<file path="config.mk">
export PLATFORM = sky130hd
export DESIGN_NAME = seam_map
export DESIGN_NICKNAME = d
export VERILOG_FILES = /design/src/verilog/video_pkg.sv /design/src/verilog/blend_pkg.sv /design/src/verilog/seam_map.sv
export SDC_FILE = /design/constraint.sdc
export NUM_CORES = 1
export LEC_CHECK = 0
export ABC_AREA = 0
export BUFFER_PORTS_ARGS = -buffer_cell sky130_fd_sc_hd__buf_2
export CAP_MARGIN = 10
export CORE_MARGIN = 5
export CORE_UTILIZATION = 35
export CTS_CLUSTER_SIZE = 28
export DETAILED_ROUTE_END_ITERATION = 10
export PLACE_DENSITY = 0.73
export SKIP_CTS_REPAIR_TIMING = 1
export SLEW_MARGIN = 20
export SYNTH_ARGS = -nofsm -noshare
export SYNTH_HDL_FRONTEND = slang
export SYNTH_SLANG_ARGS = --single-unit
</file>
<file path="constraint.sdc">
create_clock -name clk_25M -period 2.7 [get_ports clk_25M]
set_clock_uncertainty 0.15 [all_clocks]
set_input_delay 0.405 -clock clk_25M [delete_from_list [all_inputs] [get_ports clk_25M]]
set_output_delay 0.405 -clock clk_25M [all_outputs]
set_load 0.02 [all_outputs]
</file>
<file path="src/verilog/video_pkg.sv">
package video_pkg;

	// ----------------------------------------
	// display raster
	// ----------------------------------------
	localparam int H_ACTIVE = 64;		// visible columns
	localparam int V_ACTIVE = 48;		// visible lines
	localparam int H_TOTAL = 80;		// columns incl blanking
	localparam int V_TOTAL = 52;		// lines incl blanking
	localparam int H_SYNC_START = 68;	// first hsync column
	localparam int H_SYNC_END = 71;		// last hsync column, inclusive
	localparam int V_SYNC_START = 49;
	localparam int V_SYNC_END = 50;

	// ----------------------------------------
	// camera frame, one tile of the display
	// ----------------------------------------
	localparam int CAM_W = 32;
	localparam int CAM_H = 24;
	localparam int FRAME_WORDS = 768;	// CAM_W * CAM_H
	localparam int ADDR_W = 10;

	// counters to pins: map reg, buffer read, blend reg
	localparam int PIPE_DEPTH = 3;

	typedef struct packed {
		logic [6:0] x;
		logic [6:0] y;
	} coord_t;

	// 4:4:4 pixel, r in the low nibble
	typedef struct packed {
		logic [3:0] b;
		logic [3:0] g;
		logic [3:0] r;
	} pixel_t;

	typedef struct packed {
		logic hs;
		logic vs;
		logic de;
	} sync_t;

	// raw camera port, one byte per clock while href
	typedef struct packed {
		logic       vsync;
		logic       href;
		logic [7:0] d;
	} cam_bus_t;

endpackage

</file>
<file path="src/verilog/blend_pkg.sv">
package blend_pkg;

	// quadrant order: 1 top left, 2 top right, 3 bottom left, 4 bottom right
	typedef enum logic [1:0] {
		CAM_1 = 2'd0,
		CAM_2 = 2'd1,
		CAM_3 = 2'd2,
		CAM_4 = 2'd3
	} cam_id_t;

	typedef enum logic [1:0] {
		REG_TILE  = 2'd0,	// single camera
		REG_VSEAM = 2'd1,	// left/right mix around the middle column
		REG_HSEAM = 2'd2	// top/bottom mix around the middle line
	} region_t;

	// ----------------------------------------
	// weights, full scale is 1 << WEIGHT_SHIFT
	// ----------------------------------------
	localparam int WEIGHT_ONE = 32;
	localparam int WEIGHT_SHIFT = 5;
	localparam int WEIGHT_STEP = 4;		// per column or line across a seam
	localparam int SEAM_HALF = 4;		// seam width on each side of the boundary

	typedef struct packed {
		region_t                      region;
		cam_id_t                      src_a;	// weighted by WEIGHT_ONE - w_b
		cam_id_t                      src_b;
		logic [5:0]                   w_b;
		logic [video_pkg::ADDR_W-1:0] rd_addr;	// same tile address for all buffers
	} blend_ctrl_t;

endpackage

</file>
<file path="src/verilog/seam_map.sv">
`timescale 1ns/1ns

module seam_map
(
	input  logic                   clk_25M,
	input  logic                   reset,
	input  video_pkg::coord_t      pos,
	output blend_pkg::blend_ctrl_t ctrl
);

	import video_pkg::*;
	import blend_pkg::*;

	logic        right;		// x in the right half
	logic        lower;		// y in the lower half
	logic        active;
	logic        in_vseam;
	logic        in_hseam;
	logic [6:0]  vx_off;	// column offset from seam start
	logic [6:0]  hy_off;	// line offset from seam start
	logic [4:0]  tile_x;
	logic [4:0]  tile_y;
	blend_ctrl_t nxt;

	// ----------------------------------------
	// classify position
	// ----------------------------------------
	always_comb
	begin
		right = pos.x >= 7'(CAM_W);
		lower = pos.y >= 7'(CAM_H);
		active = (pos.x < 7'(H_ACTIVE)) && (pos.y < 7'(V_ACTIVE));
		// below the seam these wrap to large values, so one compare is enough
		vx_off = pos.x - 7'(CAM_W - SEAM_HALF);
		hy_off = pos.y - 7'(CAM_H - SEAM_HALF);
		in_vseam = vx_off < 7'(2 * SEAM_HALF);
		in_hseam = hy_off < 7'(2 * SEAM_HALF);
		tile_x = pos.x[4:0];	// x mod 32
		tile_y = lower ? 5'(pos.y - 7'(CAM_H)) : pos.y[4:0];	// y mod 24

		nxt = '0;	// blanking reads address 0 of camera 1
		if (active)
		begin
			nxt.rd_addr = ADDR_W'(tile_y * CAM_W + tile_x);
			if (in_vseam)
			begin
				// vertical seam wins at the crossing
				nxt.region = REG_VSEAM;
				nxt.src_a = lower ? CAM_3 : CAM_1;
				nxt.src_b = lower ? CAM_4 : CAM_2;
				nxt.w_b = 6'(vx_off * WEIGHT_STEP);
			end
			else if (in_hseam)
			begin
				nxt.region = REG_HSEAM;
				nxt.src_a = right ? CAM_2 : CAM_1;
				nxt.src_b = right ? CAM_4 : CAM_3;
				nxt.w_b = 6'(hy_off * WEIGHT_STEP);
			end
			else
			begin
				nxt.region = REG_TILE;
				nxt.src_a = cam_id_t'({lower, right});	// quadrant camera
				nxt.src_b = nxt.src_a;
				nxt.w_b = '0;
			end
		end
	end

	// ----------------------------------------
	// pipeline stage 1
	// ----------------------------------------
	always_ff @(posedge clk_25M)
	begin
		if (reset)
			ctrl <= '0;
		else
			ctrl <= nxt;
	end

	a_weight_range: assert property (@(posedge clk_25M) disable iff (reset)
		ctrl.w_b <= 6'(WEIGHT_ONE));

endmodule

</file>
# --- After elaboration in Yosys (flattened, before gate mapping) ---
# Cells that the tools add are included.
word_totals:
  out_inout_bits: 22
  reg_bits: 22
op_classes:
  reduce_logical: 3
  n_addsub: 4
  magnitude_cmp: 6
  bitwise: 1
  n_mux: 7
op_table:
  columns: ["operator", "count"]
  rows:
  - ["7-bit by 4-bit < comparator with 1-bit output, second input constant", 2]
  - ["7-bit by 5-bit subtractor with 7-bit output, second input constant", 2]
  - ["12-bit 2-to-1 mux", 1]
  - ["11-bit 2-to-1 mux", 1]
  - ["10-bit by 5-bit adder with 10-bit output", 1]
  - ["7-bit by 5-bit greater-or-equal comparator with 1-bit output, second input constant", 1]
  - ["7-bit by 6-bit greater-or-equal comparator with 1-bit output, second input constant", 1]
  - ["7-bit by 6-bit < comparator with 1-bit output, second input constant", 1]
  - ["7-bit < comparator, second input constant", 1]
  - ["5-bit 2-to-1 mux", 1]
  - ["5-bit subtractor, second input constant", 1]
  - ["2-bit 2-to-1 mux", 2]
  - ["3-bit OR reduction", 1]
  - ["1-bit 2-to-1 mux", 2]
  - ["2-bit OR reduction", 1]
  - ["1-bit logical AND", 1]
  - ["1-bit inverter", 1]

# --- Logic depth before layout (Yosys ltp) ---
depth:
  depth_word: 4
  mapped_depth: 6
  depth_no_buf: 6

# --- Worst setup path before layout ---
# Ideal clock, no wire load.
synth_path:
  kind: "input to register"
  startpoint: "input pos[9] (netlist name)"
  endpoint: "register ctrl[18] (netlist name)"
  required_time_ns: 2.434
  setup_ns: 0.116
  arrival_time_ns: 1.523
  cell_stages: 4
  setup_slack_ns: 0.911
  cell_sequence: "ha_1 > or4_4 > o21a_1 > and3_1"
synth_via:
  elab_chain_len: 4
synth_lines:
  columns: ["item", "line_no", "source"]
  rows:
  - ["from (decl)", "seam_map.sv:7", "input video_pkg::coord_t pos,"]
  - ["branches (longest 4 deep; another with 7-bit by 5-bit subtractor with 7-bit output)", null, null]
  - ["to (signal assigned)", "seam_map.sv:78", "ctrl <= nxt;"]
  - ["to (decl)", "seam_map.sv:8", "output blend_pkg::blend_ctrl_t ctrl"]
# Parallel ways; which one is timed is not known.
# A chain may end at the register's enable or synchronous reset.

# --- Worst setup path in the final report ---
layout_path:
  startpoint: "input pos[3] (netlist name)"
  endpoint: "register ctrl[14] (netlist name)"
layout_via:
  elab_chain_len: 4
layout_lines:
  columns: ["item", "line_no"]
  rows:
  - ["7-bit by 5-bit subtractor with 7-bit output or 7-bit by 6-bit < comparator with 1-bit output (tied branches)", "seam_map.sv:35, seam_map.sv:32"]
  - ["7-bit by 4-bit < comparator with 1-bit output or 1-bit logical AND (tied branches)", "seam_map.sv:37, seam_map.sv:32"]
  - ["12-bit 2-to-1 mux or 1-bit inverter (tied branches)", null]
  - ["11-bit 2-to-1 mux or 2-bit OR reduction (tied branches)", null]
# Several ways; a longest one is shown, not always the timed one.

==> impl_results.rst <==
.. list-table::
   :header-rows: 1

   * - Metric
     - Value
   * - Result of the run
     - completed
   * - Min Tclk post-route
     - 1.73 ns
   * - Endpoints failing hold
     - 0
   * - Syn avg cell area
     - 11.4 sq um
   * - Most used flip-flop cell after synthesis
     - sky130_fd_sc_hd__dfxtp_1
   * - Startpoint of the most critical setup path
     - pos[3]
   * - Number of buffer and inverter stages on the critical path
     - 2
   * - Std cell rows
     - 18
   * - Placed Area
     - 1080 sq um
   * - NumNets Final
     - 138
   * - Unrepaired setup endpoints after global routing
     - false
   * - Clk pin slew, worst setup/hold paths
     - 0.10 ns
   * - Multi-input logic area
     - 454 sq um
   * - Effective utilization at floorplan
     - 36.1%
   * - Placer's final routability congestion estimate
     - 0.832
   * - Share of flip-flops with an asynchronous set or reset after synthesis
     - 0%
   * - Portion of total power attributed to the clock network
     - 30.7%
   * - Number of pins with negative max-slew slack in the final report
     - 0
   * - Max_cap viols
     - 0
   * - Global Route Usage Sum
     - 11.4%
   * - Sort of element at the start of the critical path
     - input pin
   * - Most frequent cells in the layout
     - sky130_fd_sc_hd__buf_2 (35), sky130_fd_sc_hd__dfxtp_1 (20), sky130_fd_sc_hd__and2_1 (6), sky130_fd_sc_hd__nor2_1 (6), sky130_fd_sc_hd__ha_1 (5)
   * - Die Ht
     - 60.1 um
   * - Routed via count divided by cell count
     - 4.73
   * - Number of DRC violations after detailed routing
     - 0
   * - Post-Synthesis Cells
     - 77
   * - CTS tree
     - done
   * - Static Leak
     - 0.527 nW
   * - Fmax
     - 0.578 GHz
   * - Ordered list of cells on the worst path
     - buf_2 -> inv_1 -> ha_1 -> a21oi_1 -> mux2_2 -> o21ai_4 -> o32ai_2
   * - Portion of the post-synthesis area used by sequential elements
     - 45.6%
   * - Maximum number of pins on one net before global-route repair
     - 12
   * - Registers with the most flip-flops
     - ctrl x20
   * - Max Fanout on Critical Path
     - 6
   * - Family of cells with the greatest summed delay on the critical path
     - compound AO/OA/AOI/OAI gates
   * - Vias post-DR
     - 691
   * - Number of warning messages in the yosys log
     - 0
   * - Sw frac
     - 24.9%
   * - Number of antenna violations at the first check in global routing
     - 0
   * - Total wire length after detailed routing
     - 1870 um
   * - Category of the worst setup path capture point
     - flop
   * - ANT nets after route
     - 0
   * - Worst endpoint data arrival time
     - 1.76 ns
   * - Switching Power
     - 0.138 mW
   * - Die extent in x
     - 60.1 um
   * - Distinct cell type count of the synthesized netlist
     - 35
   * - CP Class
     - in2reg
   * - Longest Clk Path Bufs
     - 2
   * - Top reg by flops
     - ctrl
   * - Core area
     - 2430 sq um
   * - Largest register FFs
     - 20
   * - Number of filler cells placed in the layout
     - 239
   * - Commonest non-fill, non-tap cell in the layout
     - sky130_fd_sc_hd__buf_2
   * - FF/Latch Area
     - 400 sq um
   * - Post-synthesis instance area
     - 877 sq um
   * - Internal power component
     - 0.416 mW
   * - Root buffer selected by CTS
     - sky130_fd_sc_hd__clkbuf_4
   * - Share of layout cells above drive strength 1
     - 44.8%
   * - Power density cells
     - 494 nW/um^2
   * - Routed len/inst
     - 12.8 um
   * - Number of diodes added for antenna fixing
     - 0
   * - Wire length of the first global-routing pass
     - 3090 um
   * - Relative area change from synthesis to final layout
     - 27.5%
   * - Die area
     - 3610 sq um
   * - TritonCTS Sinks
     - 20
   * - Seq cells post-synth
     - 20
   * - Number of buffers added by the clock tree synthesis step
     - 3
   * - Min-Delay Path Class
     - in2reg
   * - Final setup violating endpoints
     - 0
   * - GRT Residual Overflow
     - 0
   * - Number of cells on the worst hold path
     - 2
   * - Largest vdd supply drop
     - 320 uV
   * - Part of the power in combinational logic
     - 14.5%
   * - Via count of the first global-routing pass
     - 688
   * - Sequential Power Share
     - 54.8%
   * - Number of detailed-route iterations in the first pass
     - 4
   * - Critical path data required time
     - 2.73 ns
   * - TNS Setup
     - 0 ns
   * - Number of I/O port buffers
     - 35
   * - Utilization of the core after routing
     - 46.0%
   * - I/O pin total
     - 38
   * - Iteration-0 DRC Markers
     - 10
   * - Min-delay src
     - pos[7]
   * - Final period util
     - 64.0%
   * - Design area
     - 1120 sq um
   * - Count of H-tree levels built during CTS
     - 1
   * - Highest cell delay on the worst timing path
     - 0.39 ns
   * - Number of synthesized flops with an enable pin
     - 0
   * - Cell with the largest stage delay on the worst path
     - sky130_fd_sc_hd__mux2_2
   * - Worst Hold Path EP
     - ctrl[0]$_SDFF_PP0_
==> kinds of logic after synthesis <==
kind of cell             count (synthesis)  share of synthesized area (%)
adder cells (fa/ha/maj)                  5                           7.13
buffers and inverters                    5                           3.42
AO/OA/AOI/OAI                           18                           20.7
flip-flops                              20                           45.6
AND/OR/NAND/NOR                         25                           19.1
other                                    1                          0.428
multiplexers                             2                           2.57
XOR/XNOR                                 1                          0.999
==> metrics by stage <==
| stage | cells | power, mW | setup WS (ns) | hold slack, ns |
|---|---|---|---|---|
| finish | 146 | 0.553 | 0.971 | 0.205 |
| global route | 146 | 0.578 | 0.891 | 0.207 |
| CTS | 146 | 0.555 | 0.961 | 0.207 |
| detailed placement | 142 | 0.390 | 0.650 | 0.519 |
| global placement | 142 | 0.388 | 0.642 | 0.490 |
| floorplan | 79 | 0.359 | 0.911 | 0.373 |
==> power by group through the flow <==
stage / logic, mW / registers (mW) / clock network (mW)
final: 0.0800 / 0.303 / 0.170
after global routing: 0.0878 / 0.304 / 0.186
after CTS: 0.0804 / 0.303 / 0.171
after detailed placement: 0.0802 / 0.310 / 0
after global placement: 0.0782 / 0.310 / 0
after floorplan: 0.0401 / 0.319 / 0
==> cells in the mapped netlist (2+ instances only) <==
cell type,n,area share (%)
sky130_fd_sc_hd__dfxtp_1,20,46
sky130_fd_sc_hd__mux2_2,2,2.6
sky130_fd_sc_hd__ha_1,5,7.1
sky130_fd_sc_hd__o21a_1,2,1.7
sky130_fd_sc_hd__or4_4,2,2.6
sky130_fd_sc_hd__nor4bb_1,3,3.4
sky130_fd_sc_hd__buf_4,3,2.6
sky130_fd_sc_hd__inv_1,2,0.86
sky130_fd_sc_hd__and2_1,6,4.3
sky130_fd_sc_hd__nand2_1,2,0.86
sky130_fd_sc_hd__nor2_1,6,2.6
==> worst max path at each step <==
stage | end | slack (ns) | depth (start not counted)
3_5_place_dp | ctrl[14]$_SDFF_PP0_ | 0.65 | 7
3_3_place_gp | ctrl[14]$_SDFF_PP0_ | 0.64 | 7
2_1_floorplan | ctrl[18]$_SDFF_PP0_ | 0.91 | 4
5_1_grt | ctrl[14]$_SDFF_PP0_ | 0.89 | 7
4_1_cts | ctrl[14]$_SDFF_PP0_ | 0.96 | 7
6_report | ctrl[14]$_SDFF_PP0_ | 0.97 | 7
==> routing by layer <==
layer	share of wire (%)	up-vias	global-route usage, %	routed length [um]
met1	44	307	13.9	820
met4	2.3	0	7.59	43
met5	0	-	0	0
met2	47	24	19.1	872
li1	-	356	-	-
met3	7.2	4	0.864	134
==> cell type report <==
| cell class | count | share of cell area, % |
|---|---|---|
| multi-input cells | 54 | 40.6 |
| flip-flops and latches | 20 | 35.8 |
| repair buffers | 36 | 16.3 |
| well taps | 30 | 3.36 |
| clock buffers | 4 | 3.24 |
| inverters | 2 | 0.671 |
Note: power is estimated with default switching activity, not from simulation.
