<file path="src/verilog/video_pkg.sv">
package video_pkg;

	// ----------------------------------------
	// display raster
	// ----------------------------------------
	localparam int H_ACTIVE = 64;		// visible columns
	localparam int V_ACTIVE = 48;		// visible lines
	localparam int H_TOTAL = 80;		// columns incl blanking
	localparam int V_TOTAL = 52;		// lines incl blanking
	localparam int H_SYNC_START = 68;	// first hsync column
	localparam int H_SYNC_END = 71;		// last hsync column, inclusive
	localparam int V_SYNC_START = 49;
	localparam int V_SYNC_END = 50;

	// ----------------------------------------
	// camera frame, one tile of the display
	// ----------------------------------------
	localparam int CAM_W = 32;
	localparam int CAM_H = 24;
	localparam int FRAME_WORDS = 768;	// CAM_W * CAM_H
	localparam int ADDR_W = 10;

	// counters to pins: map reg, buffer read, blend reg
	localparam int PIPE_DEPTH = 3;

	typedef struct packed {
		logic [6:0] x;
		logic [6:0] y;
	} coord_t;

	// 4:4:4 pixel, r in the low nibble
	typedef struct packed {
		logic [3:0] b;
		logic [3:0] g;
		logic [3:0] r;
	} pixel_t;

	typedef struct packed {
		logic hs;
		logic vs;
		logic de;
	} sync_t;

	// raw camera port, one byte per clock while href
	typedef struct packed {
		logic       vsync;
		logic       href;
		logic [7:0] d;
	} cam_bus_t;

endpackage

</file>
<file path="src/verilog/display_timing.sv">
`timescale 1ns/1ns

module display_timing
(
	input  logic              clk_25M,
	input  logic              reset,
	output video_pkg::coord_t pos,
	output logic              pos_de,
	output video_pkg::sync_t  hdmi_sync
);

	import video_pkg::*;

	logic [6:0] x_cnt;
	logic [6:0] y_cnt;
	sync_t      sync_raw;	// decoded at the counters
	sync_t      sync_pipe [PIPE_DEPTH];

	// ----------------------------------------
	// raster counters
	// ----------------------------------------
	always_ff @(posedge clk_25M)
	begin
		if (reset)
		begin
			x_cnt <= '0;
			y_cnt <= '0;
		end
		else if (x_cnt == 7'(H_TOTAL - 1))
		begin
			x_cnt <= '0;	// end of line
			if (y_cnt == 7'(V_TOTAL - 1))
				y_cnt <= '0;	// end of frame
			else
				y_cnt <= y_cnt + 7'd1;
		end
		else
			x_cnt <= x_cnt + 7'd1;
	end

	assign pos.x = x_cnt;
	assign pos.y = y_cnt;

	// ----------------------------------------
	// sync decode, all active high
	// ----------------------------------------
	always_comb
	begin
		sync_raw.de = (x_cnt < 7'(H_ACTIVE)) && (y_cnt < 7'(V_ACTIVE));
		sync_raw.hs = (x_cnt >= 7'(H_SYNC_START)) && (x_cnt <= 7'(H_SYNC_END));
		sync_raw.vs = (y_cnt >= 7'(V_SYNC_START)) && (y_cnt <= 7'(V_SYNC_END));
	end

	assign pos_de = sync_raw.de;

	// align syncs with the pixel pipeline
	always_ff @(posedge clk_25M)
	begin
		if (reset)
		begin
			for (int i = 0; i < PIPE_DEPTH; i++)
				sync_pipe[i] <= '0;	// pins quiet until the pipe fills
		end
		else
		begin
			sync_pipe[0] <= sync_raw;
			for (int i = 1; i < PIPE_DEPTH; i++)
				sync_pipe[i] <= sync_pipe[i-1];
		end
	end

	assign hdmi_sync = sync_pipe[PIPE_DEPTH-1];

	// blanking must cover both sync pulses at the pins
	a_sync_in_blank: assert property (@(posedge clk_25M) disable iff (reset)
		(hdmi_sync.hs || hdmi_sync.vs) |-> !hdmi_sync.de);

endmodule

</file>
<file path="config.mk">
export PLATFORM = sky130hd
export DESIGN_NAME = display_timing
export DESIGN_NICKNAME = d
export VERILOG_FILES = /design/src/verilog/video_pkg.sv /design/src/verilog/display_timing.sv
export SDC_FILE = /design/constraint.sdc
export NUM_CORES = 1
export LEC_CHECK = 0
export ABC_AREA = 1
export BUFFER_PORTS_ARGS = -buffer_cell sky130_fd_sc_hd__buf_2
export CAP_MARGIN = 20
export CORE_UTILIZATION = 52
export CTS_CLUSTER_DIAMETER = 50
export DETAILED_ROUTE_END_ITERATION = 10
export PLACE_DENSITY = 0.76
export SYNTH_ARGS = -nofsm -noshare
export SYNTH_HDL_FRONTEND = slang
export SYNTH_SLANG_ARGS = --single-unit
</file>
<file path="constraint.sdc">
create_clock -name clk_25M -period 1.4 [get_ports clk_25M]
set_input_delay 0.28 -clock clk_25M [delete_from_list [all_inputs] [get_ports clk_25M]]
set_output_delay 0.28 -clock clk_25M [all_outputs]
set_load 0.02 [all_outputs]
</file>
# After elaboration in Yosys (flattened, before gate mapping)
# Memory sizes are Yosys's and may differ from the RTL's.
# Index checks and enable logic that the tools add are counted.
# W data, S select, Z words.
[word_totals]
reg_bits = 14
ramBits = 9
input_bits = 2
out_inout_bits = 18
word_cells = 27
n_memories = 1
[memory_table]
columns = ["name", "words", "width", "read_ports", "rd_clocked_by_memory_dff", "write_ports", "line_no", "source"]
rows = [
  ["sync_pipe", 3, 3, 3, 0, 3, "display_timing.sv:17", "sync_t sync_pipe [PIPE_DEPTH];"],
]
[classes]
addsub = 2
order_cmp = 6
eq_ne = 2
mux = 7
bitwise = 3
reduce_logical = 4
[ops]
columns = ["cell", "count"]
rows = [
  ["$add A7 B1 Y7 const B", 2],
  ["$mux W3", 3],
  ["$eq A7 B6 Y1 const B", 1],
  ["$eq A7 B7 Y1 const B", 1],
  ["$ge A7 B6 Y1 const B", 1],
  ["$ge A7 B7 Y1 const B", 1],
  ["$le A7 B6 Y1 const B", 1],
  ["$le A7 B7 Y1 const B", 1],
  ["$lt A7 B6 Y1 const B", 1],
  ["$lt A7 B7 Y1 const B", 1],
  ["$mux W7", 1],
  ["$logic_and A1 B1 Y1", 3],
  ["$mux W1", 3],
  ["$or A1 B1 Y1", 3],
  ["$reduce_or A2 Y1", 1],
]

# Longest topological paths before layout
# Gate-level depths: netlist of the first run.
[depth]
depth_word = 3
depth_mapped = 8
mapped_depth_nobuf = 8

# Worst setup path after synthesis of the first run
# No wires, ideal clock.
[synth_path]
path_type = "reg-to-reg"
start = "register x_cnt[0]"
end = "register y_cnt[0]"
setup_ns = 0.109
arrival_ns = 1.338
required_time_ns = 1.291
slack_ns = -0.047
stages_incl_launch_ff = 9
path_buffers = 0
period_less_slack_ns = 1.447
path_cell_list = "dfxtp_1 ha_1 nand2_1 nor2_2 nand3_1 nand2_2 nand2_1 nand2_1 inv_1"
[synth_between]
elab_chain_cells = 1
[synth_rtl]
columns = ["element", "line_no", "source"]
rows = [
  ["from (decl)", "display_timing.sv:14", "logic [6:0] x_cnt;"],
  ["from (signal assigned)", "display_timing.sv:38", "x_cnt <= x_cnt + 7'd1;"],
  ["$eq A7 B7 Y1", "display_timing.sv:29", "else if (x_cnt == 7'(H_TOTAL - 1))"],
  ["to (signal assigned)", "display_timing.sv:35", "y_cnt <= y_cnt + 7'd1;"],
  ["to (decl)", "display_timing.sv:15", "logic [6:0] y_cnt;"],
]
# Every way passes these cells.
# A chain may end at the register's enable or synchronous reset.

# Final worst setup path of the first run
[layout_path]
start = "register x_cnt[6]"
end = "output pos_de"
[layout_between]
elab_chain_cells = 2
[layout_rtl]
columns = ["element", "line_no", "source"]
rows = [
  ["$lt A7 B7 Y1", "display_timing.sv:49", "sync_raw.de = (x_cnt < 7'(H_ACTIVE)) && (y_cnt < 7'(V_ACTIVE));"],
  ["$logic_and A1 B1 Y1", "display_timing.sv:49", ""],
  ["to (decl)", "display_timing.sv:8", "output logic pos_de,"],
]
# Every way passes these cells.

==> flow_metrics.py, run 1 <==
metrics = {
    "status": {
        "outcome": "completed",
    },
    "power_and_ir_drop": {
        "irDropWorstVdd_uv": 571,
        "comb_power_share_pct": 6.6,
        "switching_share_pct": 22.1,
        "internal_power_uw": 802,
        "pwr-share-seq_pct": 65.3,
        "p_total_mw": 1.03,
        "clkPwrFrac_pct": 28.0,
        "p_sw_uw": 227,
        "p_leak_nw": 0.591,
        "powerDensity_nw_per_um2": 820,
    },
    "setup_path": {
        "worstSetupStartpointType": "register",
        "critPathMaxFanout": 6,
        "critPathRequiredTime_ns": 1.12,
        "cp_cell_sequence": "inv_1 -> nand3_2 -> inv_1 -> buf_4",
        "crit_path_end_kind": "output pin",
        "critPathKind": "register to output pin",
        "max_stage_delay_ns": 0.39,
        "crit_slowest_cell": "dfxtp_4",
        "cpMostUsedCell": "inv_1",
        "arrival_ns": 1.04,
    },
    "cts": {
        "clk_pin_slew_ns": 0.11,
        "h-tree-depth": 1,
        "cts_max_path_buffers": 2,
        "ctsHoldBuffers": 0,
        "clock_latency_ns": 0.30,
        "root_buffer": "clkbuf_4",
        "numCtsBuffers": 3,
        "cts.sinks": 23,
        "cts_tree": "yes",
    },
    "placed_design": {
        "gp_congestion": 0.780,
        "io_buffer_count": 19,
        "hpwl_mm": 1.39,
        "placed_cells": 190,
    },
    "sta": {
        "setup_viol": 0,
        "fmax_mhz": 759,
        "finalCritPeriodShare_pct": 94.1,
        "slew_headroom_pct": 82.1,
        "worstMarginPinSlew_ns": 0.268,
        "finalHoldViolations": 0,
        "period_needed_ns": 1.32,
        "timing.hold.ws_ns": 0.291,
        "clock_skew_ns": 0.000991,
        "slew_viol_final": 0,
    },
    "die": {
        "boundaryPins": 20,
        "die_x_um": 46.6,
        "core.rowCount": 15,
        "die_y_um": 46.6,
        "dieArea_um2": 2170,
        "core_area_um2": 1800,
        "start_util_pct": 57.5,
    },
    "routing": {
        "ant_nets": 0,
        "avgViaCountPerCell": 4.71,
        "drt_iter0_markers": 12,
        "top_layer": "met4",
        "m1WireLength_um": 927,
        "vias": 923,
        "route.met3.wl_um": 60,
        "drtPass1Iterations": 4,
        "drc": 0,
        "wirelength_mm": 1.88,
        "routedWlPerCell_um": 9.57,
        "wl_met2_um": 855,
    },
    "finish": {
        "fillerInstances": 164,
        "fin_nets": 177,
        "final_common_cell": "nand2_1",
        "drive_above_1_share_pct": 26.3,
        "final_cells": 196,
        "area_growth_syn_to_layout_pct": 21.1,
        "antenna_cells": 0,
        "fin_util_pct": 69.7,
        "layout_common_cells": "34 x nand2_1, 23 x nor2_1, 22 x inv_1",
    },
    "synth": {
        "avgSynthCellArea_um2": 7.05,
        "ys_seq_elements": 23,
        "synthDistinctLibCells": 20,
        "ys_warn_count": 0,
        "netlist_instances": 147,
        "yosysSeqAreaShare_pct": 44.4,
        "syn_area_um2": 1040,
        "syn_nets": 152,
    },
    "worst_hold_path": {
        "hp-class": "input pin to register",
    },
    "global_route": {
        "antenna_found_initial": 0,
        "overflow": 0,
        "grt_pass1_wl_mm": 2.80,
        "first_global_vias": 712,
        "grt.total_usage_pct": 18.5,
        "grt_max_degree": 13,
    },
    "job": {
        "max-cap-violations": 0,
    },
}
## state kept, by name (all words and copies together) (netlist names)
register   count
x_cnt          7
y_cnt          7
sync_pipe      9
## path summary, 6_finish.rpt
path | from | endpoint | slack, ns | cells after the start
worst max-delay path | x_cnt[6]$_SDFF_PP0_ | pos_de | 0.08 | 4
worst min-delay path | reset | sync_pipe[0][0]$_SDFF_PP0_ | 0.29 | 2
worst max register to register | x_cnt[0]$_SDFF_PP0_ | x_cnt[3]$_SDFF_PP0_ | 0.09 | 7
worst min register to register | sync_pipe[0][1]$_SDFF_PP0_ | sync_pipe[0][4]$_SDFF_PP0_ | 0.41 | 2
## timing repair
action	in CTS	in global routing
pin swaps	0	3
setup endpoints to repair	1	11
setup buffers	0	2
gates resized for setup	4	9
## kinds of logic (layout without fill, tap and decap cells)
family	after synthesis	count (layout)	share of synthesized area [%]
DFF	23	23	44.4
buffers and inverters	28	52	12.0
and+or+nand+nor	84	84	35.3
AOI/OAI and AO/OA	9	9	4.71
adders and majority gates	3	3	3.62
## final cells by class
| type | instances | area, µm² | area share (%) |
|---|---|---|---|
| Multi-Input combinational cell | 96 | 482 | 38.4 |
| Sequential cell | 23 | 474 | 37.8 |
| Timing Repair Buffer | 25 | 155 | 12.4 |
| Inverter | 23 | 86.3 | 6.88 |
| Tap cell | 25 | 31.3 | 2.49 |
| Clock buffer | 4 | 26.3 | 2.09 |
## layer usage
layer / vias to the layer above / GRT usage [%]
li1: 501 / -
met1: 401 / 24.5
met2: 17 / 27.2
met3: 4 / 3.53
met4: 0 / 11.4
met5: - / 0
## synthesized netlist by cell type, drive strengths merged
master | number | area (µm²)
dfxtp | 23 | 460
nor2 | 26 | 105
o21ai | 1 | 5.00
ha | 3 | 37.5
clkbuf | 1 | 3.75
nor3 | 2 | 10.0
buf | 4 | 33.8
nand2 | 37 | 144
nand3 | 15 | 80.1
nand3b | 1 | 7.51
a31oi | 1 | 6.26
a21oi | 6 | 30.0
o211ai | 1 | 7.51
nand4 | 2 | 12.5
inv | 23 | 86.3
or2 | 1 | 6.26
## per-stage QoR
step	cell area, µm²	setup WS [ns]	setup TNS, ns
after floorplan	1040	0.0652	0
after global placement	1160	0.0925	0
after detailed placement	1160	0.0375	0
after CTS	1190	0.0199	0
after global routing	1250	-0.00637	-0.00761
final	1250	0.0823	0
## worst max-delay path: cells and delay by family, from the launching register on
kind	cells	cell delay (ns)
buffers and inverters	3	0.27
flip-flops	1	0.39
AND/OR/NAND/NOR	1	0.08
## power by group through the flow
stage                     sequential [mW]  clock, mW  combinational (mW)
after floorplan                     0.698          0              0.0320
after global placement              0.689          0              0.0537
after detailed placement            0.691          0              0.0558
after CTS                           0.676      0.304              0.0560
after global routing                0.674      0.330              0.0746
final                               0.672      0.288              0.0683
Power figures use the tool's default switching activity.
==> run 2, diff against run 1 <==
--- a/config.mk
+++ b/config.mk
@@ -11,7 +11,7 @@
 export CORE_UTILIZATION = 52
 export CTS_CLUSTER_DIAMETER = 50
 export DETAILED_ROUTE_END_ITERATION = 10
-export PLACE_DENSITY = 0.76
+export PLACE_DENSITY_LB_ADDON = 0.2
 export SYNTH_ARGS = -nofsm -noshare
 export SYNTH_HDL_FRONTEND = slang
 export SYNTH_SLANG_ARGS = --single-unit
==> run 2 against run 1 <==
  * Setup slack got worse by 0.013 ns
  * Hold slack got worse by 0.0061 ns
  * Via count fell by 1.1%
  * Count of clock-buffer cells in the layout did not move
  * Non-clock buffer count fell by 1
  * Sequential cell count did not move
  * Largest cell class unchanged
==> flow_metrics.py, run 2 (same netlist as run 1, synthesis figures left out) <==
metrics = {
    "global_route": {
        "antenna_found_initial": 0,
        "grt_pass1_wl_mm": 2.97,
        "grt_max_degree": 13,
        "overflow": 0,
        "first_global_vias": 699,
        "grt.total_usage_pct": 19.0,
    },
    "sta": {
        "slew_headroom_pct": 82.4,
        "finalHoldViolations": 0,
        "finalCritPeriodShare_pct": 95.0,
        "worstMarginPinSlew_ns": 0.264,
        "slew_viol_final": 0,
        "period_needed_ns": 1.33,
        "clock_skew_ns": 0.00220,
        "setup_viol": 0,
        "fmax_mhz": 752,
    },
    "worst_hold_path": {
        "hp-class": "input pin to register",
    },
    "setup_path": {
        "arrival_ns": 1.05,
        "critPathKind": "register to output pin",
        "critPathMaxFanout": 6,
        "crit_slowest_cell": "dfxtp_4",
        "worstSetupStartpointType": "register",
        "cpMostUsedCell": "inv_1",
        "max_stage_delay_ns": 0.38,
        "crit_path_end_kind": "output pin",
        "cp_cell_sequence": "inv_1 -> nand3_1 -> inv_1 -> buf_4",
        "critPathRequiredTime_ns": 1.12,
        "critPathTopFamily": "flip-flops",
        "path_buf_inv": 3,
    },
    "power_and_ir_drop": {
        "irDropWorstVdd_uv": 532,
        "powerDensity_nw_per_um2": 825,
        "p_leak_nw": 0.580,
    },
    "cts": {
        "cts_tree": "yes",
        "numCtsBuffers": 3,
        "cts_max_path_buffers": 2,
        "h-tree-depth": 1,
        "cts.sinks": 23,
        "clk_pin_slew_ns": 0.11,
        "root_buffer": "clkbuf_4",
        "ctsHoldBuffers": 0,
        "clock_latency_ns": 0.30,
    },
    "finish": {
        "largest_register_ffs": 9,
        "antenna_cells": 0,
        "fillerInstances": 167,
        "fin_nets": 176,
        "final_area_um2": 1240,
        "fin_util_pct": 68.9,
        "top_regs": "sync_pipe: 9 flops, x_cnt: 7 flops, y_cnt: 7 flops",
        "top_register": "sync_pipe",
        "final_common_cell": "nand2_1",
        "drive_above_1_share_pct": 25.9,
        "layout_common_cells": "34 x nand2_1, 23 x nor2_1, 22 x inv_1",
        "area_growth_syn_to_layout_pct": 19.8,
    },
    "placed_design": {
        "gp_congestion": 0.793,
        "io_buffer_count": 19,
        "place_area_um2": 1160,
        "hpwl_mm": 1.40,
    },
    "routing": {
        "drc": 0,
        "drtPass1Iterations": 4,
        "avgViaCountPerCell": 4.68,
        "wirelength_mm": 1.88,
        "vias": 913,
        "ant_nets": 0,
        "drt_iter0_markers": 29,
        "routedWlPerCell_um": 9.65,
    },
    "die": {
        "die_x_um": 46.6,
        "start_util_pct": 57.5,
        "core_area_um2": 1800,
        "core.rowCount": 15,
        "dieArea_um2": 2170,
        "die_y_um": 46.6,
        "boundaryPins": 20,
    },
    "status": {
        "outcome": "completed",
    },
    "job": {
        "max-cap-violations": 0,
    },
}
run 2: cell count changes in the layout (fill, tap and decap cells not counted), sizes merged:
cell | previous run | this run
buf | 25 | 24
run 2: what timing repair did:
item	4_1_cts	5_1_grt
gates resized for setup	2	10
gates cloned	0	0
endpoints found under the setup margin	1	7
setup buffers	0	1
pin swaps	0	2
endpoints found under the hold margin	0	0
run 2: area by class of cell:
class,count,area (µm²),share of cell area [%]
clock buffer,4,26.3,2.12
inverter,23,86.3,6.96
multi-input combinational,96,477,38.4
sequential,23,473,38.1
tap,25,31.3,2.52
timing repair buffer,24,148,11.9
run 2: final timing paths:
check / startpoint / end / slack, ns / cells after the start
worst max-delay path: x_cnt[6]$_SDFF_PP0_ / pos_de / 0.07 / 4
worst min-delay path: reset / y_cnt[6]$_SDFFE_PP0N_ / 0.28 / 2
worst max register to register: x_cnt[0]$_SDFF_PP0_ / x_cnt[3]$_SDFF_PP0_ / 0.10 / 7
worst min register to register: sync_pipe[0][0]$_SDFF_PP0_ / sync_pipe[0][3]$_SDFF_PP0_ / 0.41 / 2
run 2: stage by stage:
step | hold slack (ns) | setup TNS [ns] | std cells | power [mW] | setup slack (ns)
global route | 0.292 | -0.0141 | 195 | 1.08 | -0.0108
detailed placement | 0.392 | 0 | 190 | 0.744 | 0.0510
CTS | 0.285 | 0 | 194 | 1.03 | 0.00137
global placement | 0.389 | 0 | 190 | 0.742 | 0.0908
floorplan | 0.388 | 0 | 147 | 0.730 | 0.0652
finish | 0.285 | 0 | 195 | 1.02 | 0.0694
run 2: worst reg2reg max path: stages (launching register included):
cell,delay [ns]
dfxtp_2,0.39
ha_4,0.16
nand2_1,0.08
nor2_2,0.15
nand3_2,0.13
nand2_2,0.14
buf_12,0.12
nor3_1,0.04
run 2: report_power, final:
part	internal, mW	total [mW]	switching, mW
clock	0.111	0.288	0.177
combinational	0.0257	0.0632	0.0375
sequential	0.663	0.673	0.00987
run 2: routing by layer:
metal	global-route usage, %	wire length, µm	part of all wire, %
met3	3.53	65	3.5
met5	0	0	0
met2	28.3	885	47
met1	27.7	923	49
met4	5.14	7	0.37
