**src/verilog/video_pkg.sv**
```systemverilog
package video_pkg;

	// ----------------------------------------
	// display raster
	// ----------------------------------------
	localparam int H_ACTIVE = 64;		// visible columns
	localparam int V_ACTIVE = 48;		// visible lines
	localparam int H_TOTAL = 80;		// columns incl blanking
	localparam int V_TOTAL = 52;		// lines incl blanking
	localparam int H_SYNC_START = 68;	// first hsync column
	localparam int H_SYNC_END = 71;		// last hsync column, inclusive
	localparam int V_SYNC_START = 49;
	localparam int V_SYNC_END = 50;

	// ----------------------------------------
	// camera frame, one tile of the display
	// ----------------------------------------
	localparam int CAM_W = 32;
	localparam int CAM_H = 24;
	localparam int FRAME_WORDS = 768;	// CAM_W * CAM_H
	localparam int ADDR_W = 10;

	// counters to pins: map reg, buffer read, blend reg
	localparam int PIPE_DEPTH = 3;

	typedef struct packed {
		logic [6:0] x;
		logic [6:0] y;
	} coord_t;

	// 4:4:4 pixel, r in the low nibble
	typedef struct packed {
		logic [3:0] b;
		logic [3:0] g;
		logic [3:0] r;
	} pixel_t;

	typedef struct packed {
		logic hs;
		logic vs;
		logic de;
	} sync_t;

	// raw camera port, one byte per clock while href
	typedef struct packed {
		logic       vsync;
		logic       href;
		logic [7:0] d;
	} cam_bus_t;

endpackage

```
**src/verilog/cam_capture.sv**
```systemverilog
`timescale 1ns/1ns

module cam_capture
(
	input  logic                         clk_25M,
	input  logic                         reset,
	input  video_pkg::cam_bus_t          cam,
	output logic                         wr_en,
	output logic [video_pkg::ADDR_W-1:0] wr_addr,
	output video_pkg::pixel_t            wr_pixel
);

	import video_pkg::*;

	logic       phase;		// 0 = expecting first byte of a pair
	logic [7:0] first_byte;
	logic [ADDR_W-1:0] addr;

	assign wr_addr = addr;

	// ----------------------------------------
	// byte phase and write address
	// ----------------------------------------
	always_ff @(posedge clk_25M)
	begin
		if (reset)
		begin
			phase <= 1'b0;
			addr <= '0;
			wr_en <= 1'b0;
		end
		else
		begin
			// write strobe one cycle after the second byte
			wr_en <= cam.href && phase;

			if (cam.vsync)
				addr <= '0;	// new frame, pending write still lands at old addr
			else if (wr_en)
				addr <= addr + 1'b1;	// bump after the write

			if (cam.vsync || !cam.href)
				phase <= 1'b0;
			else
				phase <= ~phase;
		end
	end

	// ----------------------------------------
	// pixel packing
	// ----------------------------------------
	always_ff @(posedge clk_25M)
	begin
		if (cam.href && !phase)
			first_byte <= cam.d;	// hold until its partner arrives
		if (cam.href && phase)
		begin
			wr_pixel.r <= first_byte[7:4];
			wr_pixel.g <= {first_byte[2:0], cam.d[7]};	// green straddles both bytes
			wr_pixel.b <= cam.d[4:1];
		end
	end

	// a camera frame must fit the buffer
	a_addr_in_frame: assert property (@(posedge clk_25M) disable iff (reset)
		wr_en |-> wr_addr < ADDR_W'(FRAME_WORDS));

endmodule

```
**config.mk**
```make
export PLATFORM = sky130hd
export DESIGN_NAME = cam_capture
export DESIGN_NICKNAME = d
export VERILOG_FILES = /design/src/verilog/video_pkg.sv /design/src/verilog/cam_capture.sv
export SDC_FILE = /design/constraint.sdc
export NUM_CORES = 1
export LEC_CHECK = 0
export BUFFER_PORTS_ARGS = -buffer_cell sky130_fd_sc_hd__clkbuf_2
export CAP_MARGIN = 20
export CORE_AREA = 2 2 52 54
export CTS_CLUSTER_DIAMETER = 120
export DETAILED_ROUTE_END_ITERATION = 6
export DIE_AREA = 0 0 54 56
export PLACE_DENSITY = 0.73
export REMOVE_ABC_BUFFERS = 1
export SETUP_SLACK_MARGIN = 0.15
export SYNTH_ARGS = -nofsm -noshare
export SYNTH_HDL_FRONTEND = slang
export SYNTH_SLANG_ARGS = --single-unit
```
**constraint.sdc**
```tcl
create_clock -name clk_25M -period 2.1 [get_ports clk_25M]
set_input_delay 0.315 -clock clk_25M [delete_from_list [all_inputs] [get_ports clk_25M]]
set_output_delay 0.315 -clock clk_25M [all_outputs]
set_load 0.02 [all_outputs]
```
Word level (Yosys, flattened, before mapping)
Index checks and enable logic that the tools add are counted.

Register bits after elaboration: 32. Input port bits: 12. Output and inout bits: 23. Word-level logic and storage cells: 16.

Add/subtract/negate cells: 1. Bitwise gates (word level): 1. Reduce and logical (&&, ||, !) cells: 7.

Operators with widths (number): $add 10x1->10 const B (1); $reduce_or 2->1 (2); $logic_and 1x1->1 (2); $logic_not 1->1 (2); $logic_or 1x1->1 (1); $not 1->1 (1).

Depth between registers and ports, before layout
Gate-level depths: netlist (run 1).

Depth after elaboration: 3. Depth in mapped cells: 4. Depth with buffers taken out: 4.

Worst setup path after synthesis (run 1)
OpenSTA, ideal clock, no wires.

Path kind: reg2reg. Start: reg addr[0], in the netlist wr_addr[0]. End: reg addr[8], in the netlist wr_addr[8]. Library setup time: 0.071 ns. Data arrival time: 1.496 ns. Data required time: 2.029 ns. Slack: 0.533 ns. Cell stages (with the launch flop): 5. Buffers on the path: 0. Clock period less this slack: 1.567 ns. Path through: dfxtp_1 ha_1 nand3_1 or4_1 a21oi_1.

Word-level cells in the longest chain between the ends: 1.

RTL lines: start, declared (RTL line cam_capture.sv:17) `logic [ADDR_W-1:0] addr;`; start signal, assigned (RTL line cam_capture.sv:40) `addr <= addr + 1'b1;`; $add 10x1->10 (RTL line cam_capture.sv:40).

No other way between the ends. A chain may end at the register's enable or synchronous reset.

Final worst setup path (run 1)
Ends and elaborated chain as after synthesis.

==> results.md, run 1 <==
- Outcome: complete, no violations
- Fraction of layout cells with a size suffix above 1: 0.395
- Mapped Area: 0.00108 mm²
- Antenna viol nets, final: 0
- Fmax: around 0.63 GHz
- Synth Flop Type: edfxtp_1
- # Post-CTS Setup Buffers: 0
- Wire per inst: 12.3 µm
- CP startpoint: wr_addr[0]
- CTS Buf Count: 5
- Global-route wire length before repair: 2790 µm
- Yosys cell types: 22
- Slew margin rel.: 0.569
- Crit path to: wr_addr[8]
- Hold Crit Class: input port to register
- # port buffers: 34
- CTS Hold Bufs: 0
- Final Non-Filler Cells: 144
- Clock sinks: 31
- PostCTS Resize Cnt: 0
- Reg2Reg Capture Point: wr_addr[8]
- H-tree Lvls: 2
- Later-pin clock latency in the skew report: 310 ps
- Grt ovf: 0
- WL met3: 190 µm
- Ys async rst share: 0
- RSZ-0062 raised after global routing: false
- Most common cell after layout, fill and taps aside: clkbuf_2
- Max cap viols: 0
- Die Wd: 54 µm
- Nets: 126
- Placed cell count: 136
- Post-Synthesis Cells: 74
- Gp weighted congestion: about 0.72
- Post-synth EDFFs: 19
- CTS root buf: clkbuf_4
- Met2 WL: 843 µm
- Remaining DRCs: 0
- Largest net degree at the start of global routing: 14
- Area Overhead vs Synth: 26.4%
- Sw Ratio: 0.184
- Post-synthesis area per instance: 14.6 µm²
- Pins over their slew limit: 0
- Combinational share of power: 0.028
- Crit start category: register
- Num ports: 35
- Register bit count reported by yosys: 31
- Uppermost layer routed: met3
- DP Area: 0.00128 mm²
- Synth warnings: 0
- Worst Reg2Reg Path Length in Cells: 4
- Worst-path fanout max: 4
- Net Switching: roughly 0.00021 W
- WS Path Type: register to register
- Vias in the first global route: 660
- Register area share after synthesis: 0.751
- Pwr Density: 856 mW/mm²
- Core Rows: 18
- Vias post-DR: 713
- Die height: 56 µm
- Max Root-Sink Buffers: 2
- Worst slew pin tran: 645 ps
- 1st-pass router iterations: 4
- Metal1 wirelength: 739 µm
- Clock Pin Slew Worst Setup and Hold Paths: roughly 100 ps
- P_int: 0.000954 W
- Reg2reg setup slack: 510 ps
- Sequential share of power: 0.568
- Clk network pwr share: 0.403
- # setup viols final: 0
- Critical Path AT: 1830 ps
- Starting density of the core: 0.444
- Worst setup EP type: register
- N_diodes: 0
- Post-layout util: 0.561
- Core area: ~0.0024 mm²
- Detailed-route vias per instance: 4.95
- LEAKAGE: approximately 0.54 nW
- Endpoints failing hold: 0
- CTS tree: yes
- Detailed Route WL: 1770 µm
- Post-route cell area: 0.00137 mm²
- Die area: roughly 0.003 mm²
- Data required, critical path: 2340 ps
- Detailed placement HPWL: 1340 µm
- Commonest non-fill, non-tap cells in the layout: 34 x clkbuf_2, 19 x edfxtp_1, 12 x dfxtp_1
- Total GRT Usage: 0.129
- Peak VDD IR: 0.857 mV
- Initial antenna violation count: 0
- Initial DRC count: 12
- Final period util: 0.757
- Final Skew: 5.06 ps
- Period minus WS final: 1590 ps
- FF-to-FF Start: wr_addr[0]
- Setup TNS: 0 ps
- Hold slack: about 180 ps
==> power by group through the flow <==
stage | clock, W | sequential [W] | combinational [W]
after floorplan | 0 | 0.000683 | 0.00000926
after global placement | 0 | 0.000677 | 0.0000323
after detailed placement | 0 | 0.000679 | 0.0000333
after CTS | 0.000486 | 0.000665 | 0.0000335
after global routing | 0.000512 | 0.000666 | 0.0000365
final | 0.000472 | 0.000664 | 0.0000328
==> through the flow <==
| stage | power, W | setup slack [ps] |
|---|---|---|
| 2_1_floorplan | 0.000692 | 526 |
| 3_3_place_gp | 0.000710 | 647 |
| 3_5_place_dp | 0.000712 | 536 |
| 4_1_cts | 0.00118 | 524 |
| 5_1_grt | 0.00121 | 428 |
| 6_report | 0.00117 | 510 |
==> worst min-delay path by stage <==
| stage | startpoint | endpoint | slack, ps | cells past startpoint |
|---|---|---|---|---|
| floorplan | reset | wr_en | 390 | 1 |
| global placement | first_byte[0] | wr_pixel[5] | 400 | 0 |
| detailed placement | first_byte[0] | wr_pixel[5] | 410 | 0 |
| CTS | cam[5] | first_byte[5] | 160 | 1 |
| global route | cam[5] | first_byte[5] | 160 | 1 |
| finish | cam[6] | first_byte[6] | 180 | 1 |
==> area by class of cell <==
| cell class | count | area, µm² |
|---|---|---|
| fillers | 230 | 1070 |
| flip-flops and latches | 31 | 811 |
| multi-input cells | 41 | 260 |
| repair buffers | 34 | 170 |
| clock buffers | 6 | 51.3 |
| well taps | 30 | 37.5 |
| clock inverters | 2 | 35.0 |
==> critical path: stages (launching register included) <==
cell,delay (ps)
dfxtp_1,450
ha_1,230
nand3_1,130
or4_1,540
a21oi_1,170
==> cell usage after synthesis, drive strengths merged (3+ instances only) <==
library cell,n,area (µm²)
nand4,3,33.8
or3,3,20.0
edfxtp,19,571
xor2,3,26.3
dfxtp,12,240
a21oi,5,25.0
nand2,4,15.0
o21ai,3,15.0
nor2,6,22.5
==> routing by layer <==
| metal | GRT usage | up-vias |
|---|---|---|
| met3 | 0.0591 | 0 |
| li1 | - | 352 |
| met4 | 0.0429 | 0 |
| met2 | 0.204 | 32 |
| met5 | 0 | - |
| met1 | 0.152 | 329 |
==> sequential cells by signal, summed over array words and instances (netlist names) <==
| register | cells |
|---|---|
| first_byte | 7 |
| phase | 1 |
| wr_pixel | 12 |
| wr_en | 1 |
| wr_addr | 10 |
==> kinds of logic after synthesis <==
family,share of synthesized area
DFF,0.751
and+or+nand+nor,0.137
AOI/OAI and AO/OA,0.0510
xor gates and xnor gates,0.0325
buffers and inverters,0.00810
muxes,0.00927
adders and majority gates,0.0116
Power figures use the tool's default switching activity.
==> run 2: changes to the inputs <==
--- a/config.mk
+++ b/config.mk
@@ -7,11 +7,11 @@
 export LEC_CHECK = 0
 export BUFFER_PORTS_ARGS = -buffer_cell sky130_fd_sc_hd__clkbuf_2
 export CAP_MARGIN = 20
-export CORE_AREA = 2 2 52 54
+export CORE_AREA = 2 2 54 56
 export CTS_CLUSTER_DIAMETER = 120
 export DETAILED_ROUTE_END_ITERATION = 6
-export DIE_AREA = 0 0 54 56
-export PLACE_DENSITY = 0.73
+export DIE_AREA = 0 0 56 58
+export PLACE_DENSITY = 0.71
 export REMOVE_ABC_BUFFERS = 1
 export SETUP_SLACK_MARGIN = 0.15
 export SYNTH_ARGS = -nofsm -noshare
==> constraint.sdc (replaced) <==
create_clock -name clk_25M -period 1.35 [get_ports clk_25M]
set_input_delay 0.2025 -clock clk_25M [delete_from_list [all_inputs] [get_ports clk_25M]]
set_output_delay 0.2025 -clock clk_25M [all_outputs]
set_load 0.02 [all_outputs]
==> results.md, run 2 (synthesis results as in run 1) <==
- Remaining DRCs: 0
- Grt ovf: 0
- Crit start category: register
- Reg with most FFs: wr_pixel
- Fraction of layout cells with a size suffix above 1: 0.581
- Met3 Resource Use GR: 0.0692
- Die area: between 0.003 and 0.004 mm²
- Hold slack: roughly 40 ps
- CTS Buf Count: 5
- Die height: between 50 and 60 µm
- Antenna viol nets, final: 0
- Worst-path fanout max: 5
- Final period util: 0.921
- Die Wd: 56 µm
- Pins over their slew limit: 0
- Max cap viols: 0
- Post-route worst setup slack: 107 ps
- CTS root buf: clkbuf_4
- M2 GR Usage: 0.244
- Slew margin rel.: 0.865
- Core Rows: 19
- Critical Path AT: 1510 ps
- H-tree Lvls: 2
- Global-route wire length before repair: 3350 µm
- Hold Crit Class: input port to register
- Starting density of the core: 0.406
- Period minus WS final: 1240 ps
- Core area: 0.00266 mm²
- Initial antenna violation count: 0
- LEAKAGE: 0.618 nW
- CP top delay family: simple AND/OR/NAND/NOR gates
- Clock Pin Slew Worst Setup and Hold Paths: 90 ps
- Largest net degree at the start of global routing: 14
- Endpoints failing hold: 0
- Num ports: 35
- Detailed Route WL: 2170 µm
- Gp weighted congestion: 0.703
- Final Skew: 5.30 ps
- Area of the multi-input gates: 310 µm²
- WS Path Type: register to register
- Worst stage delay on the critical path: 540 ps
- Commonest non-fill, non-tap cells in the layout: 29 x clkbuf_2, 19 x edfxtp_1, 12 x buf_4
- Worst path bufs/invs: 0
- Clock sinks: 31
- Fmax: 0.804 GHz
- Area Overhead vs Synth: 45.5%
- Outcome: complete, no violations
- Cell Chain, Critical Path: nand2_1, or4_4, a21oi_2
- Largest register FFs: 12
- RSZ-0062 raised after global routing: true
- Total power: around 0.0016 W
- N_diodes: 0
- Initial DRC count: 21
- CP max-delay cell: or4_4
- Nets: 142
- CTS tree: yes
- Wire per inst: 13.6 µm
- Data required, critical path: 1620 ps
- Detailed-route vias per instance: between 5 and 6
- Worst setup EP type: register
- Most common cell after layout, fill and taps aside: clkbuf_2
- Later-pin clock latency in the skew report: 330 ps
- Pwr Density: 995 mW/mm²
- # port buffers: 34
- Post-layout util: 0.590
- Detailed placement HPWL: 1360 µm
- Total GRT Usage: 0.140
- Global routing's busiest layer: met2
- Fillers: 225
- Peak VDD IR: 0.737 mV
- Vias post-DR: 803
- Storage element area: 835 µm²
- Max Root-Sink Buffers: 2
- Vias in the first global route: 769
- Worst slew pin tran: between 200 and 250 ps
- Met1 Resource Use GR: 0.139
- 1st-pass router iterations: 4
- # setup viols final: 0
- Pre-CTS WS: -2.72 ps
[run 2: cell types whose count changed in the layout (fill, tap and decap cells not counted), sizes merged]
cell / previous run / this run
buf: 0 / 19
clkbuf: 40 / 36
bufinv: 1 / 0
clkinv: 1 / 2
[run 2: cell type report]
class	instances	area share
Clock buffer	5	0.0239
Clock inverter	2	0.00557
Multi-Input combinational cell	41	0.197
Sequential cell	31	0.531
Tap cell	31	0.0247
Timing Repair Buffer	50	0.217
[run 2: repair_timing]
action / in CTS / in global routing
hold buffers: 0 / 0
buffers inserted: 5 / 1
pin swaps: 11 / 5
gates cloned: 0 / 0
setup endpoints to repair: 9 / 10
resized for setup: 22 / 18
[run 2: worst reg2reg max path, stage by stage (launching register included)]
cell,delay (ps)
dfxtp_1,390
nand2_1,140
or4_4,540
a21oi_2,120
[run 2: per-layer routing]
metal	wire, µm	part of all wire
met3	199	0.092
met1	767	0.35
met2	1120	0.52
met5	0	0
met4	81	0.037
[run 2: power by group]
group	internal, W	total [W]	leakage (nW)	switching [W]
sequential	0.00102	0.00102	0.280	0.00000523
clock	0.000184	0.000482	0.0285	0.000298
combinational	0.0000263	0.0000596	0.310	0.0000334
[run 2: stage by stage]
| step | TNS [ps] | cell area, µm² | std cells |
|---|---|---|---|
| finish | 0 | 1570 | 160 |
| global route | 0 | 1570 | 160 |
| CTS | 0 | 1510 | 159 |
| detailed placement | -2.72 | 1360 | 147 |
| global placement | 0 | 1360 | 147 |
| floorplan | -492 | 1070 | 72 |
[run 2: worst paths after layout]
| kind | to | start | cells after the start | slack [ps] |
|---|---|---|---|---|
| hold reg to reg | wr_pixel[6] | first_byte[1] | 0 | 420 |
| setup / recovery | wr_addr[8] | wr_addr[7] | 3 | 110 |
| hold / removal | wr_en | reset | 2 | 40 |
| setup reg to reg | wr_addr[8] | wr_addr[7] | 3 | 110 |
==> run 3: changes to the inputs <==
--- a/config.mk
+++ b/config.mk
@@ -11,6 +11,7 @@
 export CTS_CLUSTER_DIAMETER = 120
 export DETAILED_ROUTE_END_ITERATION = 6
 export DIE_AREA = 0 0 56 58
+export MAX_ROUTING_LAYER = met4
 export PLACE_DENSITY = 0.71
 export REMOVE_ABC_BUFFERS = 1
 export SETUP_SLACK_MARGIN = 0.15
==> constraint.sdc (replaced) <==
create_clock -name clk_25M -period 1.1 [get_ports clk_25M]
set_input_delay 0.165 -clock clk_25M [delete_from_list [all_inputs] [get_ports clk_25M]]
set_output_delay 0.165 -clock clk_25M [all_outputs]
set_load 0.02 [all_outputs]
==> results.md, run 3 (synthesis results as in run 1) <==
- Crit start category: register
- Period minus WS final: 1240 ps
- Worst-path fanout max: 4
- Post-route cell area: between 0.0015 and 0.002 mm²
- CTS root buf: clkbuf_4
- CP startpoint: wr_addr[1]
- Initial antenna violation count: 0
- Core Rows: 19
- # setup viols final: 13
- Pins over their slew limit: 0
- Combinational share of power: 0.047
- Reg with most FFs: wr_pixel
- Commonest non-fill, non-tap cells in the layout: 19 x edfxtp_1, 16 x buf_6, 14 x clkbuf_8
- Later-pin clock latency in the skew report: 320 ps
- Die area: around 0.0032 mm²
- Worst Reg2Reg Path Length in Cells: 5
- Fmax: just over 0.8 GHz
- Fillers: 195
- Starting density of the core: 0.406
- FF-to-FF Start: wr_addr[1]
- Antenna viol nets, final: 0
- Vias in the first global route: 904
- CTS tree: yes
- N_diodes: 0
- Largest net degree at the start of global routing: 14
- 1st-pass router iterations: 4
- Grt ovf: 0
- Largest register FFs: 12
- Clock Pin Slew Worst Setup and Hold Paths: around 90 ps
- Detailed placement HPWL: approximately 1400 µm
- Detailed Route WL: 2630 µm
- Initial DRC count: 15
- Die height: approximately 58 µm
- Data required, critical path: 1360 ps
- Gp weighted congestion: 0.757
- WS Path Type: register to register
- Clock sinks: 31
- Area Overhead vs Synth: 79.6%
- Outcome: complete, but fails checks
- Endpoints failing hold: 0
- H-tree Lvls: 2
- Critical Path AT: 1490 ps
- RSZ-0062 raised after global routing: true
- Final Skew: 7.34 ps
- Sw Ratio: 0.194
- Max Root-Sink Buffers: 2
- Vias post-DR: ~860
- Reg2reg setup slack: -140 ps
- Num ports: 35
- LEAKAGE: 0.763 nW
- Core area: between 0.002 and 0.003 mm²
- Global-route wire length before repair: 4200 µm
- Die Wd: roughly 56 µm
- # port buffers: 34
- Detailed-route vias per instance: 4.94
- Post-layout util: 0.728
- Peak VDD IR: 1.46 mV
- Reg2Reg Capture Point: wr_addr[5]
- Final period util: 1.12
- Total GRT Usage: 0.181
- Hold Crit Class: input port to register
- Clk network pwr share: 0.381
- Crit path to: wr_addr[5]
- Remaining DRCs: 0
- Max cap viols: 0
- Wire per inst: 15.1 µm
- Net Switching: between 0.0004 and 0.0005 W
- Most common cell after layout, fill and taps aside: edfxtp_1
- Failing checks: setup timing
- Sequential share of power: 0.572
- Setup TNS: -981 ps
- Post-route worst setup slack: -136 ps
- Worst setup EP type: register
- DP Area: 0.00139 mm²
- Nets: 155
- CTS Buf Count: 5
- Worst slew pin tran: 314 ps
- Fraction of layout cells with a size suffix above 1: 0.622
- P_int: 0.00178 W
- Pwr Density: 1140 mW/mm²
- Slew margin rel.: 0.789
[run 3: cell count changes in the layout (fill, tap and decap cells not counted), moves of 2 or more]
cell	delta
a21oi_1	-2
buf_6	+9
dfxtp_2	+4
dlygate4sd3_1	+4
buf_8	+8
clkbuf_2	-18
nand3_2	-2
a21oi_2	+2
dfxtp_4	-2
dfxtp_1	-2
buf_4	-3
clkbuf_8	+12
[run 3: critical path: stages, from the launching register on]
cell and delay [ps]:
dfxtp_2 370, buf_6 120, nand4_4 100, buf_6 140, or3_1 320, a21oi_2 110
[run 3: final cells by class]
| type | instances | area [µm²] | area share |
|---|---|---|---|
| sequential | 31 | 832 | 0.429 |
| timing repair buffer | 63 | 676 | 0.348 |
| multi-input combinational | 41 | 317 | 0.163 |
| clock inverter | 3 | 38.8 | 0.0200 |
| tap | 31 | 38.8 | 0.0200 |
| clock buffer | 5 | 37.5 | 0.0194 |
[run 3: routing by layer]
layer  vias up  GRT usage  wire length (µm)  share of wire
li1        410          -                 -              -
met1       415      0.178               918           0.35
met3         6     0.0625               141          0.054
met2        28      0.321              1550           0.59
met5         -          -                 0              0
met4         0     0.0816                27          0.010
[run 3: power by group through the flow]
stage | Clock (W) | Sequential (W) | Combinational (W)
global placement | 0 | 0.00129 | 0.0000717
detailed placement | 0 | 0.00129 | 0.0000732
floorplan | 0 | 0.00130 | 0.0000177
finish | 0.000841 | 0.00126 | 0.000104
CTS | 0.000864 | 0.00126 | 0.0000980
global route | 0.000928 | 0.00126 | 0.000112
[run 3: timing repair]
action,in CTS,in global routing
resized for setup,75,21
hold endpoints to repair,3,1
hold buffers,3,1
setup endpoints to repair,31,45
buffers inserted,9,3
pin swaps,19,0
[run 3: worst min path at each step]
stage	start	to	slack, ps	cells after the start
floorplan	reset	wr_en	240	1
global placement	cam[0]	first_byte[0]	340	1
detailed placement	cam[0]	first_byte[0]	340	1
CTS	cam[3]	wr_pixel[10]	7	1
global route	cam[6]	first_byte[6]	0.8	1
finish	cam[6]	first_byte[6]	20	1
[run 3: per-stage QoR]
| stage | hold slack, ps | worst slack, ps | power, W | std cells |
|---|---|---|---|---|
| floorplan | 237 | -474 | 0.00132 | 72 |
| global placement | 345 | -199 | 0.00136 | 150 |
| detailed placement | 344 | -238 | 0.00137 | 150 |
| CTS | 7.09 | -118 | 0.00222 | 170 |
| global route | 0.804 | -184 | 0.00230 | 174 |
| finish | 24.3 | -136 | 0.00221 | 174 |
